**src/rtl/cpu_cfg_pkg.sv**
```systemverilog
// word, register-index and byte-lane types shared by every module of the memory-access stage
`default_nettype none

package cpu_cfg_pkg;

  // data and address width
  localparam int WORD_W = 32;

  // register-file destination index width
  localparam int REG_ADDR_W = 5;

  // byte lanes in one word
  localparam int BYTE_SEL_W = WORD_W / 8;

  // one data or address word
  typedef logic [WORD_W-1:0] word_t;

  // write-back destination register
  typedef logic [REG_ADDR_W-1:0] reg_addr_t;

  // one bit per byte lane, bit 0 is the lowest byte
  typedef logic [BYTE_SEL_W-1:0] byte_sel_t;

  localparam word_t ZERO_WORD = '0;

endpackage

`default_nettype wire

```
**src/rtl/mem_op_pkg.sv**
```systemverilog
// operation type from execute and the load/store codes decoded by the memory-access stage
`default_nettype none

package mem_op_pkg;

  // operation code as delivered by execute
  typedef logic [7:0] aluop_t;

  // loads, byte and halfword
  localparam aluop_t OP_LB  = 8'b1110_0000;
  localparam aluop_t OP_LBU = 8'b1110_0100;
  localparam aluop_t OP_LH  = 8'b1110_0001;
  localparam aluop_t OP_LHU = 8'b1110_0101;

  // loads, full and unaligned word
  localparam aluop_t OP_LW  = 8'b1110_0011;
  localparam aluop_t OP_LWL = 8'b1110_0010;
  localparam aluop_t OP_LWR = 8'b1110_0110;

  // stores, byte, halfword and word
  localparam aluop_t OP_SB  = 8'b1110_1000;
  localparam aluop_t OP_SH  = 8'b1110_1001;
  localparam aluop_t OP_SW  = 8'b1110_1011;

  // stores, unaligned word
  localparam aluop_t OP_SWL = 8'b1110_1010;
  localparam aluop_t OP_SWR = 8'b1110_1110;

  // atomic pair, load-linked and store-conditional
  localparam aluop_t OP_LL  = 8'b1111_0000;
  localparam aluop_t OP_SC  = 8'b1111_1000;

endpackage

`default_nettype wire

```
**src/rtl/llbit_ctrl.sv**
```systemverilog
// link-bit register for LL/SC, set by a completed LL and cleared by a passing SC
`default_nettype none
`timescale 1ns/1ps

module llbit_ctrl (
  input  wire                      clk,
  input  wire                      arst_n_i,
  input  wire mem_op_pkg::aluop_t  aluop_i,
  input  wire                      stall_i,
  output logic                     sc_pass_o
);
  import mem_op_pkg::*;

  logic llbit;
  logic is_ll;
  logic is_sc;

  assign is_ll = (aluop_i == OP_LL);
  assign is_sc = (aluop_i == OP_SC);

  // the only place the store-conditional condition is evaluated
  assign sc_pass_o = is_sc & llbit;

  // update only on the edge where the access completes
  always_ff @(posedge clk or negedge arst_n_i)
  begin
    if (!arst_n_i)
    begin
      llbit <= 1'b0;
    end
    else if (!stall_i)
    begin
      if (is_ll)
      begin
        llbit <= 1'b1;
      end
      else if (sc_pass_o)
      begin
        // a successful SC consumes the reservation
        llbit <= 1'b0;
      end
    end
  end

endmodule

`default_nettype wire

```
**src/rtl/load_align.sv**
```systemverilog
// write-back result former, aligns and extends load data and merges the unaligned word loads
`default_nettype none
`timescale 1ns/1ps

module load_align (
  input  wire                        arst_n_i,
  input  wire mem_op_pkg::aluop_t    aluop_i,
  input  wire cpu_cfg_pkg::word_t    mem_addr_i,
  input  wire cpu_cfg_pkg::word_t    reg2_i,
  input  wire cpu_cfg_pkg::word_t    mem_data_i,
  input  wire                        sc_pass_i,
  input  wire cpu_cfg_pkg::reg_addr_t wd_i,
  input  wire                        wreg_i,
  input  wire cpu_cfg_pkg::word_t    wdata_i,
  output cpu_cfg_pkg::reg_addr_t     wd_o,
  output logic                       wreg_o,
  output cpu_cfg_pkg::word_t         wdata_o
);
  import cpu_cfg_pkg::*;
  import mem_op_pkg::*;

  logic [1:0]  offset;
  logic [1:0]  inv_offset;
  logic [4:0]  shamt_l;
  logic [4:0]  shamt_r;
  logic        half_ok;
  logic [7:0]  rd_byte;
  logic [15:0] rd_half;
  word_t       lwl_data;
  word_t       lwr_data;

  assign offset     = mem_addr_i[1:0];
  assign inv_offset = 2'd3 - offset;
  assign shamt_l    = {offset, 3'b000};
  assign shamt_r    = {inv_offset, 3'b000};
  assign half_ok    = ~offset[0];

  // addressed byte and halfword of the returned word
  assign rd_byte = mem_data_i[shamt_l +: 8];
  assign rd_half = mem_data_i[{offset[1], 4'b0000} +: 16];

  // LWL keeps the low 8k bits of reg2, memory fills the rest from below
  assign lwl_data = (mem_data_i << shamt_l) |
                    (reg2_i & ~({WORD_W{1'b1}} << shamt_l));

  // LWR keeps the top 8(3-k) bits of reg2, memory fills the rest from above
  assign lwr_data = (mem_data_i >> shamt_r) |
                    (reg2_i & ~({WORD_W{1'b1}} >> shamt_r));

  always_comb
  begin
    case (aluop_i)
      OP_LB:
      begin
        wdata_o = {{(WORD_W-8){rd_byte[7]}}, rd_byte};
      end
      OP_LBU:
      begin
        wdata_o = {{(WORD_W-8){1'b0}}, rd_byte};
      end
      OP_LH:
      begin
        wdata_o = half_ok ? {{(WORD_W-16){rd_half[15]}}, rd_half} : ZERO_WORD;
      end
      OP_LHU:
      begin
        wdata_o = half_ok ? {{(WORD_W-16){1'b0}}, rd_half} : ZERO_WORD;
      end
      OP_LW, OP_LL:
      begin
        wdata_o = mem_data_i;
      end
      OP_LWL:
      begin
        wdata_o = lwl_data;
      end
      OP_LWR:
      begin
        wdata_o = lwr_data;
      end
      OP_SC:
      begin
        // success flag written back to rt
        wdata_o = {{(WORD_W-1){1'b0}}, sc_pass_i};
      end
      default:
      begin
        wdata_o = wdata_i;
      end
    endcase
  end

  assign wd_o   = wd_i;
  assign wreg_o = arst_n_i & wreg_i;

endmodule

`default_nettype wire

```
**src/rtl/mem_req_gen.sv**
```systemverilog
// data-memory request decoder, drives address, lane mask, store data, enables and the stall request
`default_nettype none
`timescale 1ns/1ps

module mem_req_gen (
  input  wire                       arst_n_i,
  input  wire mem_op_pkg::aluop_t   aluop_i,
  input  wire cpu_cfg_pkg::word_t   mem_addr_i,
  input  wire cpu_cfg_pkg::word_t   reg2_i,
  input  wire                       sc_pass_i,
  input  wire                       mem_data_valid_i,
  input  wire                       mem_write_ready_i,
  output cpu_cfg_pkg::word_t        mem_addr_o,
  output cpu_cfg_pkg::word_t        mem_data_o,
  output cpu_cfg_pkg::byte_sel_t    mem_sel_o,
  output logic                      mem_ce_o,
  output logic                      mem_we_o,
  output logic                      stall_o
);
  import cpu_cfg_pkg::*;
  import mem_op_pkg::*;

  logic [1:0] offset;
  logic [1:0] inv_offset;
  logic [4:0] shamt_l;
  logic [4:0] shamt_r;
  logic       half_ok;
  logic       ce;
  logic       we;
  word_t      word_addr;
  byte_sel_t  lane_sel;
  byte_sel_t  half_sel;

  assign offset     = mem_addr_i[1:0];
  assign inv_offset = 2'd3 - offset;
  assign shamt_l    = {offset, 3'b000};
  assign shamt_r    = {inv_offset, 3'b000};

  // address with the byte offset dropped, for the unaligned word forms
  assign word_addr = {mem_addr_i[WORD_W-1:2], 2'b00};

  // one lane for bytes, a lane pair for halfwords
  assign lane_sel = 4'b0001 << offset;
  assign half_ok  = ~offset[0];
  assign half_sel = offset[1] ? 4'b1100 : 4'b0011;

  always_comb
  begin
    ce         = 1'b0;
    we         = 1'b0;
    mem_addr_o = ZERO_WORD;
    mem_sel_o  = '1;
    mem_data_o = ZERO_WORD;
    case (aluop_i)
      OP_LB, OP_LBU:
      begin
        ce         = 1'b1;
        mem_addr_o = mem_addr_i;
        mem_sel_o  = lane_sel;
      end
      OP_LH, OP_LHU:
      begin
        ce         = 1'b1;
        mem_addr_o = mem_addr_i;
        // misaligned load still reads the whole word
        mem_sel_o  = half_ok ? half_sel : 4'b1111;
      end
      OP_LW, OP_LL:
      begin
        ce         = 1'b1;
        mem_addr_o = mem_addr_i;
      end
      OP_LWL, OP_LWR:
      begin
        ce         = 1'b1;
        mem_addr_o = word_addr;
      end
      OP_SB:
      begin
        ce         = 1'b1;
        we         = 1'b1;
        mem_addr_o = mem_addr_i;
        mem_sel_o  = lane_sel;
        mem_data_o = {4{reg2_i[7:0]}};
      end
      OP_SH:
      begin
        ce         = 1'b1;
        we         = 1'b1;
        mem_addr_o = mem_addr_i;
        // misaligned store writes no lane at all
        mem_sel_o  = half_ok ? half_sel : 4'b0000;
        mem_data_o = {2{reg2_i[15:0]}};
      end
      OP_SW:
      begin
        ce         = 1'b1;
        we         = 1'b1;
        mem_addr_o = mem_addr_i;
        mem_data_o = reg2_i;
      end
      OP_SWL:
      begin
        ce         = 1'b1;
        we         = 1'b1;
        mem_addr_o = word_addr;
        // upper bytes of reg2 land in the low lanes
        mem_sel_o  = 4'b1111 >> offset;
        mem_data_o = reg2_i >> shamt_l;
      end
      OP_SWR:
      begin
        ce         = 1'b1;
        we         = 1'b1;
        mem_addr_o = word_addr;
        // lower bytes of reg2 land in the high lanes
        mem_sel_o  = 4'b1111 << inv_offset;
        mem_data_o = reg2_i << shamt_r;
      end
      OP_SC:
      begin
        if (sc_pass_i)
        begin
          ce         = 1'b1;
          we         = 1'b1;
          mem_addr_o = mem_addr_i;
          mem_data_o = reg2_i;
        end
      end
      default:
      begin
        ce = 1'b0;
      end
    endcase
  end

  assign mem_ce_o = arst_n_i & ce;
  assign mem_we_o = arst_n_i & we;

  // hold the pipeline until the memory answers
  assign stall_o = (mem_we_o & ~mem_write_ready_i) |
                   (mem_ce_o & ~mem_we_o & ~mem_data_valid_i);

endmodule

`default_nettype wire

```
**src/rtl/mem_stage.sv**
```systemverilog
// memory-access stage top, connects the link-bit, request and load-align blocks to the pipeline
`default_nettype none
`timescale 1ns/1ps

module mem_stage (
  input  wire                         clk,
  input  wire                         arst_n_i,
  // from execute
  input  wire mem_op_pkg::aluop_t     aluop_i,
  input  wire cpu_cfg_pkg::word_t     mem_addr_i,
  input  wire cpu_cfg_pkg::word_t     reg2_i,
  input  wire cpu_cfg_pkg::word_t     wdata_i,
  input  wire cpu_cfg_pkg::reg_addr_t wd_i,
  input  wire                         wreg_i,
  // from data memory
  input  wire cpu_cfg_pkg::word_t     mem_data_i,
  input  wire                         mem_data_valid_i,
  input  wire                         mem_write_ready_i,
  // to write-back
  output wire cpu_cfg_pkg::reg_addr_t wd_o,
  output wire                         wreg_o,
  output wire cpu_cfg_pkg::word_t     wdata_o,
  // to data memory
  output wire cpu_cfg_pkg::word_t     mem_addr_o,
  output wire cpu_cfg_pkg::word_t     mem_data_o,
  output wire cpu_cfg_pkg::byte_sel_t mem_sel_o,
  output wire                         mem_ce_o,
  output wire                         mem_we_o,
  // to pipeline control
  output wire                         stall_o
);

  wire sc_pass;
  wire stall;

  assign stall_o = stall;

  llbit_ctrl u_llbit_ctrl (
    .clk       (clk),
    .arst_n_i  (arst_n_i),
    .aluop_i   (aluop_i),
    .stall_i   (stall),
    .sc_pass_o (sc_pass)
  );

  mem_req_gen u_mem_req_gen (
    .arst_n_i          (arst_n_i),
    .aluop_i           (aluop_i),
    .mem_addr_i        (mem_addr_i),
    .reg2_i            (reg2_i),
    .sc_pass_i         (sc_pass),
    .mem_data_valid_i  (mem_data_valid_i),
    .mem_write_ready_i (mem_write_ready_i),
    .mem_addr_o        (mem_addr_o),
    .mem_data_o        (mem_data_o),
    .mem_sel_o         (mem_sel_o),
    .mem_ce_o          (mem_ce_o),
    .mem_we_o          (mem_we_o),
    .stall_o           (stall)
  );

  load_align u_load_align (
    .arst_n_i   (arst_n_i),
    .aluop_i    (aluop_i),
    .mem_addr_i (mem_addr_i),
    .reg2_i     (reg2_i),
    .mem_data_i (mem_data_i),
    .sc_pass_i  (sc_pass),
    .wd_i       (wd_i),
    .wreg_i     (wreg_i),
    .wdata_i    (wdata_i),
    .wd_o       (wd_o),
    .wreg_o     (wreg_o),
    .wdata_o    (wdata_o)
  );

endmodule

`default_nettype wire

```
**config.mk**
```make
export PLATFORM = sky130hd
export DESIGN_NAME = mem_stage
export DESIGN_NICKNAME = d
export VERILOG_FILES = /design/src/rtl/cpu_cfg_pkg.sv /design/src/rtl/mem_op_pkg.sv /design/src/rtl/llbit_ctrl.sv /design/src/rtl/load_align.sv /design/src/rtl/mem_req_gen.sv /design/src/rtl/mem_stage.sv
export SDC_FILE = /design/constraint.sdc
export NUM_CORES = 1
export LEC_CHECK = 0
export BUFFER_PORTS_ARGS = -buffer_cell sky130_fd_sc_hd__clkbuf_2
export CAP_MARGIN = 30
export CORE_MARGIN = 10
export CORE_UTILIZATION = 30
export CTS_CLUSTER_SIZE = 8
export DETAILED_ROUTE_END_ITERATION = 6
export PLACE_DENSITY = 0.68
export SLEW_MARGIN = 20
export SYNTH_ARGS = -nofsm -noshare
export SYNTH_HDL_FRONTEND = slang
export SYNTH_SLANG_ARGS = --single-unit
```
**constraint.sdc**
```tcl
create_clock -name clk -period 2.03 [get_ports clk]
set_input_delay 0.1015 -clock clk [delete_from_list [all_inputs] [get_ports clk]]
set_output_delay 0.1015 -clock clk [all_outputs]
set_load 0.1 [all_outputs]
```
==> results of run 1 <==
stage by stage:
step                setup TNS, ns  hold WS [ns]
CTS                             0         0.204
finish                    -0.0227         0.203
detailed placement              0       -0.0957
global placement                0       -0.0965
global route               -0.601         0.203
floorplan                   -2.98        -0.194
routing by layer:
| layer | vias up | wire length, um | global-route usage [%] |
|---|---|---|---|
| li1 | 2890 | - | - |
| met1 | 2982 | 9170 | 28.8 |
| met2 | 601 | 11700 | 38.4 |
| met3 | 107 | 3490 | 6.78 |
| met4 | 0 | 872 | 6.38 |
| met5 | - | 0 | 0 |
worst max-delay path: stages:
cell,delay [ns]
clkbuf_2,0.11
nand4b_1,0.32
buf_6,0.23
or3_4,0.39
buf_4,0.17
o22ai_1,0.25
a221o_2,0.20
buf_12,0.17
final cells by class:
cell class	count	area, sq um	share of cell area, %
Timing Repair Buffer	359	3810	44.8
Multi-Input combinational cell	506	4400	51.8
Inverter	9	37.5	0.441
Sequential cell	1	25.0	0.294
Tap cell	180	225	2.65
logic make-up after synthesis:
logic type,synth area share [%]
AOI/OAI and AO/OA,37.9
buffers and inverters,10.5
DFF,0.595
muxes,21.5
and+or+nand+nor,29.5
cell usage in the layout (no fill, tap or decap), types with 5 or more instances in the layout:
cell	n
clkbuf_2	135
buf_12	111
buf_4	99
nand2_1	67
nor2_1	50
nor2b_4	29
a21oi_1	26
mux4_2	25
mux2i_1	22
a222oi_1	19
a221oi_1	19
o21ai_0	17
nand3_2	13
a22oi_1	12
nor3_1	11
nand2_2	9
a221o_2	9
inv_1	8
a22o_1	8
mux2_2	8
a21oi_2	8
a22o_2	8
nor2_2	7
buf_6	7
nand3_1	6
a21oi_4	6
a31oi_1	6
nor2b_1	5
a32oi_1	5
o22ai_1	5
o21ai_4	5
timing repair:
action	CTS	global route
hold buffers	1	0
pin swaps	0	21
resized for setup	1	49
buffers inserted	0	5
cloned	0	4
endpoints found under the hold margin	1	0
setup endpoints to repair	3	75
report_power, final:
group	internal, mW	switching, mW
combinational	0.709	1.09
clock	0	0
sequential	0.0229	0.00555
path summary, 6_finish.rpt:
check / to / depth (start not counted)
min reg2reg: u_llbit_ctrl.llbit / 1
min: wd_o[4] / 0
min in group asynchronous: u_llbit_ctrl.llbit / 2
max reg2reg: u_llbit_ctrl.llbit / 5
max: mem_data_o[14] / 8
max in group asynchronous: u_llbit_ctrl.llbit / 2
==> results_dict.tcl, run 1 <==
set metrics [dict create \
    synth-warning-count 0 \
    synth.top_cells.by_area "mux4_2 13%, nand2_1 6.8%, mux2i_1 6.0%" \
    maxCapViolCount 0 \
    fin_util_pct 61.5 \
    grt_pass1_wl_um 37300 \
    layout-drive-gt1-share_pct 60.5 \
    syn_nets 728 \
    n_antenna_cell 0 \
    rrSetupSlack_ns 0.35 \
    gp_congestion 0.985 \
    cp_data_arrival_time_ns 1.95 \
    drtAntennaViolNets 0 \
    seq_area_frac_synth_pct 0.595 \
    crit_start "aluop_i[4]" \
    die-area_sq_um 19100 \
    peakVddDrop_uv 203 \
    end_kind "output pin" \
    design_area_sq_um 8500 \
    wire_per_inst_um 23.9 \
    synth_edf_count 0 \
    top_register "u_llbit_ctrl.llbit" \
    yosysTopAreaCell "mux4_2" \
    setup_viol 1 \
    start_util_pct 30.4 \
    die_x_um 138 \
    critPathLaunchType "primary input" \
    core-area_sq_um 13800 \
    vias 6580 \
    crit_required_ns 1.93 \
    antenna_found_initial 0 \
    synth_common_cells "76 x nand2_1, 56 x nor2_1, 35 x nor2b_1, 29 x a21oi_1, 27 x buf_2" \
    synth.most_common_cell "nand2_1" \
    dp_hpwl_um 20500 \
    timing.final.ws_setup_ns -0.0227 \
    power_mw 1.83 \
    power_density_nw_per_um2 215 \
    cp_max_fo 6 \
    power.leakage_nw 3.64 \
    grt_max_degree 38 \
    skew_ns 0 \
    place_ws_ns 0.00944 \
    postRouteWirelength_um 25200 \
    synthArstFlopShare_pct 100 \
    tightest_slew_ns 0.672 \
    die_h_um 138 \
    port_buffers 244 \
    viasPerCell 6.24 \
    crit-reg2reg-launch "u_llbit_ctrl.llbit" \
    gr-total-overflow 0 \
    rsz0062_at_grt "true" \
    reg_top3 "u_llbit_ctrl.llbit x1" \
    slew-limit-headroom_pct 55.2 \
    drtIter0Drc 1246 \
    netlist_instances 582 \
    rows 43 \
    min-delay-start "wd_i[4]" \
    syn_area_per_cell_sq_um 7.22 \
    dr.pass1.iters 7 \
    fmax_ghz 0.487 \
    synthDistinctLibCells 75 \
    largest_register_ff_count 1 \
    pin_count 255 \
    post-route-period-util_pct 101 \
    netlist_area_sq_um 4200 \
    worstSkewPairLatency_ns 0 \
    failed_checks "DRC, setup timing" \
    synth-seq-cells 1 \
    drc 44 \
    post-route-min-period_ns 2.05 \
    n_fill_cell 1140 \
    grt_usage_pct 23.3 \
    syn_to_final_growth_pct 102 \
    synth_top_area_share_pct 13.4 \
    finish.net_count 1023 \
    synthFlopType "dfrtp_1" \
    critPathKind "in2out" \
    fin_cells 1055 \
    holdCritPathClass "in2out" \
    status "finished with violations" \
    final_max_slew_viol_count 0 \
    placed_cells 1047 \
    post_dp_cell_area_sq_um 8220 \
    hold_violations 0 \
    grt_pass1_vias 6422 \
]
Power figures use the tool's default switching activity.
==> run 2, diff against run 1 <==
Settings changed: BUFFER_PORTS_ARGS -buffer_cell sky130_fd_sc_hd__clkbuf_2 to default, CORE_UTILIZATION 30 to 45, DONT_BUFFER_PORTS from default to 1, PLACE_DENSITY 0.68 to 0.69, SETUP_SLACK_MARGIN from default to 0.15.
==> run 2 against run 1 <==
The flow finishes with violations (DRC). Flip-flop and latch count is the same. Core utilization grew 19 points. First-iteration DRC count decreased by 11%. Register-to-register slack worse by 0.16 ns. Clock skew did not move. Cell count down 26%. Global-route usage increased by 7.5 points. Largest cell class unchanged.
==> results_dict.tcl, run 2 (synthesis results as in run 1) <==
set metrics [dict create \
    finish.net_count 819 \
    largest_register_ff_count 1 \
    die_x_um 117 \
    power_mw 1.38 \
    vias 5976 \
    min-delay-start "wd_i[3]" \
    port_buffers 0 \
    grt_usage_pct 30.8 \
    critPathMaxStageDelay_ns 0.41 \
    grt_most_used_layer "met2" \
    reg2reg_to "u_llbit_ctrl.llbit" \
    hold_violations 0 \
    clk_pin_slew_ns 0 \
    setup_viol 0 \
    r2r_cells 5 \
    rrSetupSlack_ns 0.19 \
    post-route-min-period_ns 1.92 \
    gr-total-overflow 0 \
    end_kind "output pin" \
    gr-usage-met1_pct 35.0 \
    die-area_sq_um 13600 \
    die_h_um 117 \
    fmax_ghz 0.520 \
    dp_hpwl_um 17900 \
    grt_max_degree 83 \
    cp_data_arrival_time_ns 1.82 \
    critPathLaunchType "flip-flop" \
    crit-reg2reg-launch "u_llbit_ctrl.llbit" \
    design_area_sq_um 7330 \
    crit_chain "nand4bb_1, a211oi_4, a41o_1, or2_1, buf_4, a22o_2, buf_12" \
    final_max_slew_viol_count 0 \
    wire_per_inst_um 30.0 \
    layout-drive-gt1-share_pct 50.2 \
    fin_util_pct 80.1 \
    status "finished with violations" \
    grt_pass1_wl_um 33800 \
    power_density_nw_per_um2 189 \
    fin_tns_setup_ns 0 \
    maxCapViolCount 0 \
    skew_ns 0 \
    cp_max_fo 4 \
    drtIter0Drc 1115 \
    post-route-period-util_pct 94.7 \
    met3_usage_pct 12.7 \
    pin_count 255 \
    start_util_pct 45.9 \
    reg_top3 "u_llbit_ctrl.llbit x1" \
    power.leakage_nw 2.80 \
    postRouteWirelength_um 23400 \
    final_common_cell "buf_12" \
    dr.pass1.iters 7 \
    post_dp_cell_area_sq_um 7050 \
    rows 35 \
    peakVddDrop_uv 181 \
    slew-limit-headroom_pct 57.5 \
    syn_to_final_growth_pct 74.3 \
    tightest_slew_ns 0.638 \
    grt_pass1_vias 5736 \
    final_cell_mix "107 x buf_12, 64 x nand2_1, 50 x nor2_1, 44 x buf_4, 30 x nor2b_4" \
    met2_usage_pct 50.9 \
    drc 21 \
    top_register "u_llbit_ctrl.llbit" \
    viasPerCell 7.64 \
    crit_required_ns 1.93 \
    worstSkewPairLatency_ns 0 \
    holdCritPathClass "in2out" \
    cp_slowest_cell "dfrtp_1" \
    critPathKind "reg2out" \
    cp-endpoint "mem_data_o[7]" \
    drtAntennaViolNets 0 \
    gp_congestion 1.05 \
    failed_checks "DRC" \
    antenna_found_initial 1 \
    rsz0062_at_grt "true" \
    n_antenna_cell 0 \
    crit_start "u_llbit_ctrl.llbit" \
    core-area_sq_um 9150 \
]
run 2: repair_timing:
| item | 4_1_cts | 5_1_grt |
|---|---|---|
| setup endpoints to repair | 50 | 33 |
| pin swaps | 4 | 11 |
| setup buffers | 4 | 7 |
| hold buffers | 1 | 0 |
| hold endpoints to repair | 1 | 0 |
| resized for setup | 4 | 23 |
run 2: worst min path at each step:
stage               slack [ns]                 end  cells after the start
global route              0.20             wd_o[3]                      0
global placement         -0.19  u_llbit_ctrl.llbit                      0
CTS                       0.20             wd_o[3]                      0
floorplan                -0.19  u_llbit_ctrl.llbit                      0
finish                    0.20             wd_o[3]                      0
detailed placement       -0.19  u_llbit_ctrl.llbit                      0
run 2: critical path, delay by kind of cell, from the launching register on:
| family | cells | cell delay [ns] |
|---|---|---|
| simple gates | 2 | 0.43 |
| compound gates | 3 | 0.65 |
| buf+inv | 2 | 0.33 |
| flops | 1 | 0.41 |
run 2: area by class of cell:
class                           instances  area (sq um)
Tap cell                              111           139
Timing Repair Buffer                  156          2530
Multi-Input combinational cell        505          4600
Sequential cell                         1          25.0
Fill cell                             587          1830
Inverter                                9          33.8
run 2: report_power, final:
group	total [mW]	switching [mW]	internal [mW]
logic	1.35	0.809	0.546
clock network	0	0	0
registers	0.0269	0.00393	0.0230
total	1.38	0.813	0.569
run 2: per-stage QoR:
step / hold slack, ns / std cells / setup WS, ns
final: 0.203 / 782 / 0.107
after global routing: 0.204 / 782 / 0.0938
after CTS: 0.204 / 775 / 0.150
after detailed placement: -0.194 / 770 / -0.0214
after global placement: -0.194 / 770 / 0.0298
after floorplan: -0.194 / 582 / -0.113
run 2: routing by layer:
metal	vias up	wire length (um)
met2	633	10700
met4	0	1100
met3	134	4210
met1	2731	7440
met5	-	0
li1	2478	-
==> run 3, diff against run 2 <==
Settings changed: ABC_AREA from default to 1.
==> run 3 against run 2 <==
Final area down 9.8%. Setup slack better by 0.085 ns. Sequential power down 25%. Core utilization down 8.5 points. Critical endpoint is now mem_data_o[10]. Flip-flop and latch count unchanged. Die area up 1.1%. Total power down 2.2%. Largest cell class unchanged. Via count up 13%. Wire length up 9.7%. Critical path depth up 1. The flow still finishes with violations (DRC).
==> results_dict.tcl, run 3 <==
set metrics [dict create \
    path_buf_inv 3 \
    reg2reg_to "u_llbit_ctrl.llbit" \
    grt_usage_pct 34.1 \
    synthDistinctLibCells 44 \
    placed_cells 1005 \
    synth_common_cells "203 x nand2_1, 92 x o21ai_0, 81 x inv_1, 75 x nor2_1, 50 x a21oi_1" \
    synth.most_common_cell "nand2_1" \
    postRouteWirelength_um 25700 \
    reg_top3 "u_llbit_ctrl.llbit x1" \
    drtAntennaViolNets 0 \
    critPathLaunchType "primary input" \
    cp_num_cells 8 \
    antenna_found_initial 0 \
    grt_pass1_wl_um 39100 \
    slew-limit-headroom_pct 44.4 \
    gr-total-overflow 0 \
    dp_hpwl_um 20800 \
    yosys.area_share.adder_pct 0 \
    layout-drive-gt1-share_pct 27.3 \
    post-route-min-period_ns 1.84 \
    netlist_instances 805 \
    cp_data_arrival_time_ns 1.74 \
    synth-warning-count 0 \
    post-route-period-util_pct 90.5 \
    n_antenna_cell 0 \
    critical-path-top-delay-family "simple AND/OR/NAND/NOR gates" \
    syn_to_final_growth_pct 55.2 \
    critPathKind "in2out" \
    crit_chain "inv_2, nand2_2, nor2_4, nand3_4, nand2_4, inv_2, o2111ai_2, buf_4" \
    seqCellArea_sq_um 25.0 \
    status "finished with violations" \
    cp_max_fo 11 \
    worst_hold_slack_ns 0.203 \
    port_buffers 0 \
    cp-endpoint "mem_data_o[10]" \
    grt_max_degree 93 \
    worstSkewPairLatency_ns 0 \
    crit_required_ns 1.93 \
    cp_slowest_cell "buf_4" \
    power.internal_mw 0.435 \
    syn_nets 951 \
    synth-seq-cells 1 \
    power.clock.fraction_pct 0 \
    p_switching_mw 0.916 \
    crit_start "aluop_i[2]" \
    rrSetupSlack_ns 0.67 \
    hold_violations 0 \
    wire_per_inst_um 25.4 \
    fmax_ghz 0.544 \
    vias 6773 \
    power_frac_seq_pct 1.5 \
    start_util_pct 46.1 \
    power_density_nw_per_um2 204 \
    power.leakage_nw 3.04 \
    rows 35 \
    synth_compound_gate_area_share_pct 40.0 \
    syn_area_per_cell_sq_um 5.29 \
    multi_input_area_sq_um 3910 \
    maxCapViolCount 0 \
    setup_viol 0 \
    viasPerCell 6.69 \
    pwr-share-comb_pct 98.5 \
    failed_checks "DRC" \
    muxShareOfSynthArea_pct 0.705 \
    cpMostUsedCell "inv_2" \
    critPathMaxStageDelay_ns 0.34 \
    die-area_sq_um 13800 \
    synth.top_cells.by_area "nand2_1 18%, o21ai_0 11%, inv_1 7.1%" \
    final_cell_mix "201 x nand2_1, 91 x o21ai_0, 77 x inv_1, 77 x buf_12, 73 x nor2_1" \
    dr.pass1.iters 7 \
    finish.net_count 1032 \
    gp_congestion 1.03 \
    synth_xor_area_share_pct 0 \
    swShare_pct 67.8 \
    final_common_cell "nand2_1" \
    rsz0062_at_grt "true" \
    core-area_sq_um 9240 \
    fin_cells 1013 \
    skew_ns 0 \
    drtIter0Drc 981 \
    n_fill_cell 757 \
    yosys.area_share.simple_pct 41.7 \
    pin_count 255 \
    largest_register_ff_count 1 \
    synthArstFlopShare_pct 100 \
    peakVddDrop_uv 202 \
    r2r_cells 7 \
    top_register "u_llbit_ctrl.llbit" \
    tightest_slew_ns 0.833 \
    seq_area_frac_synth_pct 0.587 \
    synthFlopType "dfrtp_1" \
    synth_edf_count 0 \
    netlist_area_sq_um 4260 \
    drc 15 \
    synth_top_area_share_pct 17.9 \
    die_h_um 117 \
    holdCritPathClass "in2out" \
    end_kind "output pin" \
    synth_top_family_by_area "simple AND/OR/NAND/NOR gates" \
    grt_pass1_vias 6593 \
    final_max_slew_viol_count 0 \
    power_mw 1.35 \
    die_x_um 117 \
    crit-reg2reg-launch "u_llbit_ctrl.llbit" \
    yosysTopAreaCell "nand2_1" \
]
==> run 3: layer usage <==
metal / wire length [um] / up-vias / track usage, %
li1: - / 2943 / -
met1: 8790 / 3058 / 39.2
met2: 12000 / 657 / 58.1
met3: 3940 / 115 / 10.2
met4: 1040 / 0 / 12.0
met5: 0 / - / 0
==> run 3: stage by stage <==
step	area [sq um]	util (%)	setup WS [ns]	TNS (ns)
finish	6610	71.6	0.192	0
global route	6610	71.6	0.114	0
CTS	6500	70.4	0.192	0
detailed placement	6490	70.3	0.192	0
global placement	6490	70.3	0.228	0
floorplan	4580	-	-0.443	-7.72
==> run 3: worst min-delay path by stage <==
stage	startpoint	to	slack, ns	cells past startpoint
2_1_floorplan	arst_n_i	u_llbit_ctrl.llbit	-0.19	0
3_3_place_gp	arst_n_i	u_llbit_ctrl.llbit	-0.19	0
3_5_place_dp	arst_n_i	u_llbit_ctrl.llbit	-0.19	0
4_1_cts	wd_i[2]	wd_o[2]	0.20	0
5_1_grt	wd_i[1]	wd_o[1]	0.20	0
6_report	wd_i[0]	wd_o[0]	0.20	0
==> run 3: power by group through the flow <==
stage / clock network, mW / logic (mW) / registers (mW)
6_report: 0 / 1.33 / 0.0203
2_1_floorplan: 0 / 0.982 / 0.0203
3_5_place_dp: 0 / 1.30 / 0.0204
4_1_cts: 0 / 1.31 / 0.0203
5_1_grt: 0 / 1.39 / 0.0204
3_3_place_gp: 0 / 1.28 / 0.0204
==> run 3: layout make-up <==
| class | instances | share of cell area [%] |
|---|---|---|
| multi-input combinational | 653 | 59.1 |
| timing repair buffer | 131 | 32.0 |
| inverter | 99 | 6.15 |
| sequential | 1 | 0.378 |
| tap | 129 | 2.44 |
==> run 3: kinds of logic (layout without fill, tap and decap cells) <==
kind of cell | Yosys count | count (layout)
AND/OR/NAND/NOR | 385 | 386
AO/OA/AOI/OAI | 264 | 264
buffers and inverters | 152 | 230
multiplexers | 3 | 3
flip-flops | 1 | 1
==> run 3: worst reg2reg max path: stages (launching register included) <==
cell and delay, ns:
dfrtp_1 0.40, nand3_4 0.20, nand3_1 0.14, and2_2 0.20, nand2_1 0.12, nand3_1 0.09, nand2_1 0.06, nand2_1 0.05
==> run 3: timing repair <==
action,CTS,global route
endpoints found under the hold margin,1,0
buffers inserted,0,6
resized for setup,0,14
endpoints found under the setup margin,0,59
hold buffers,1,0
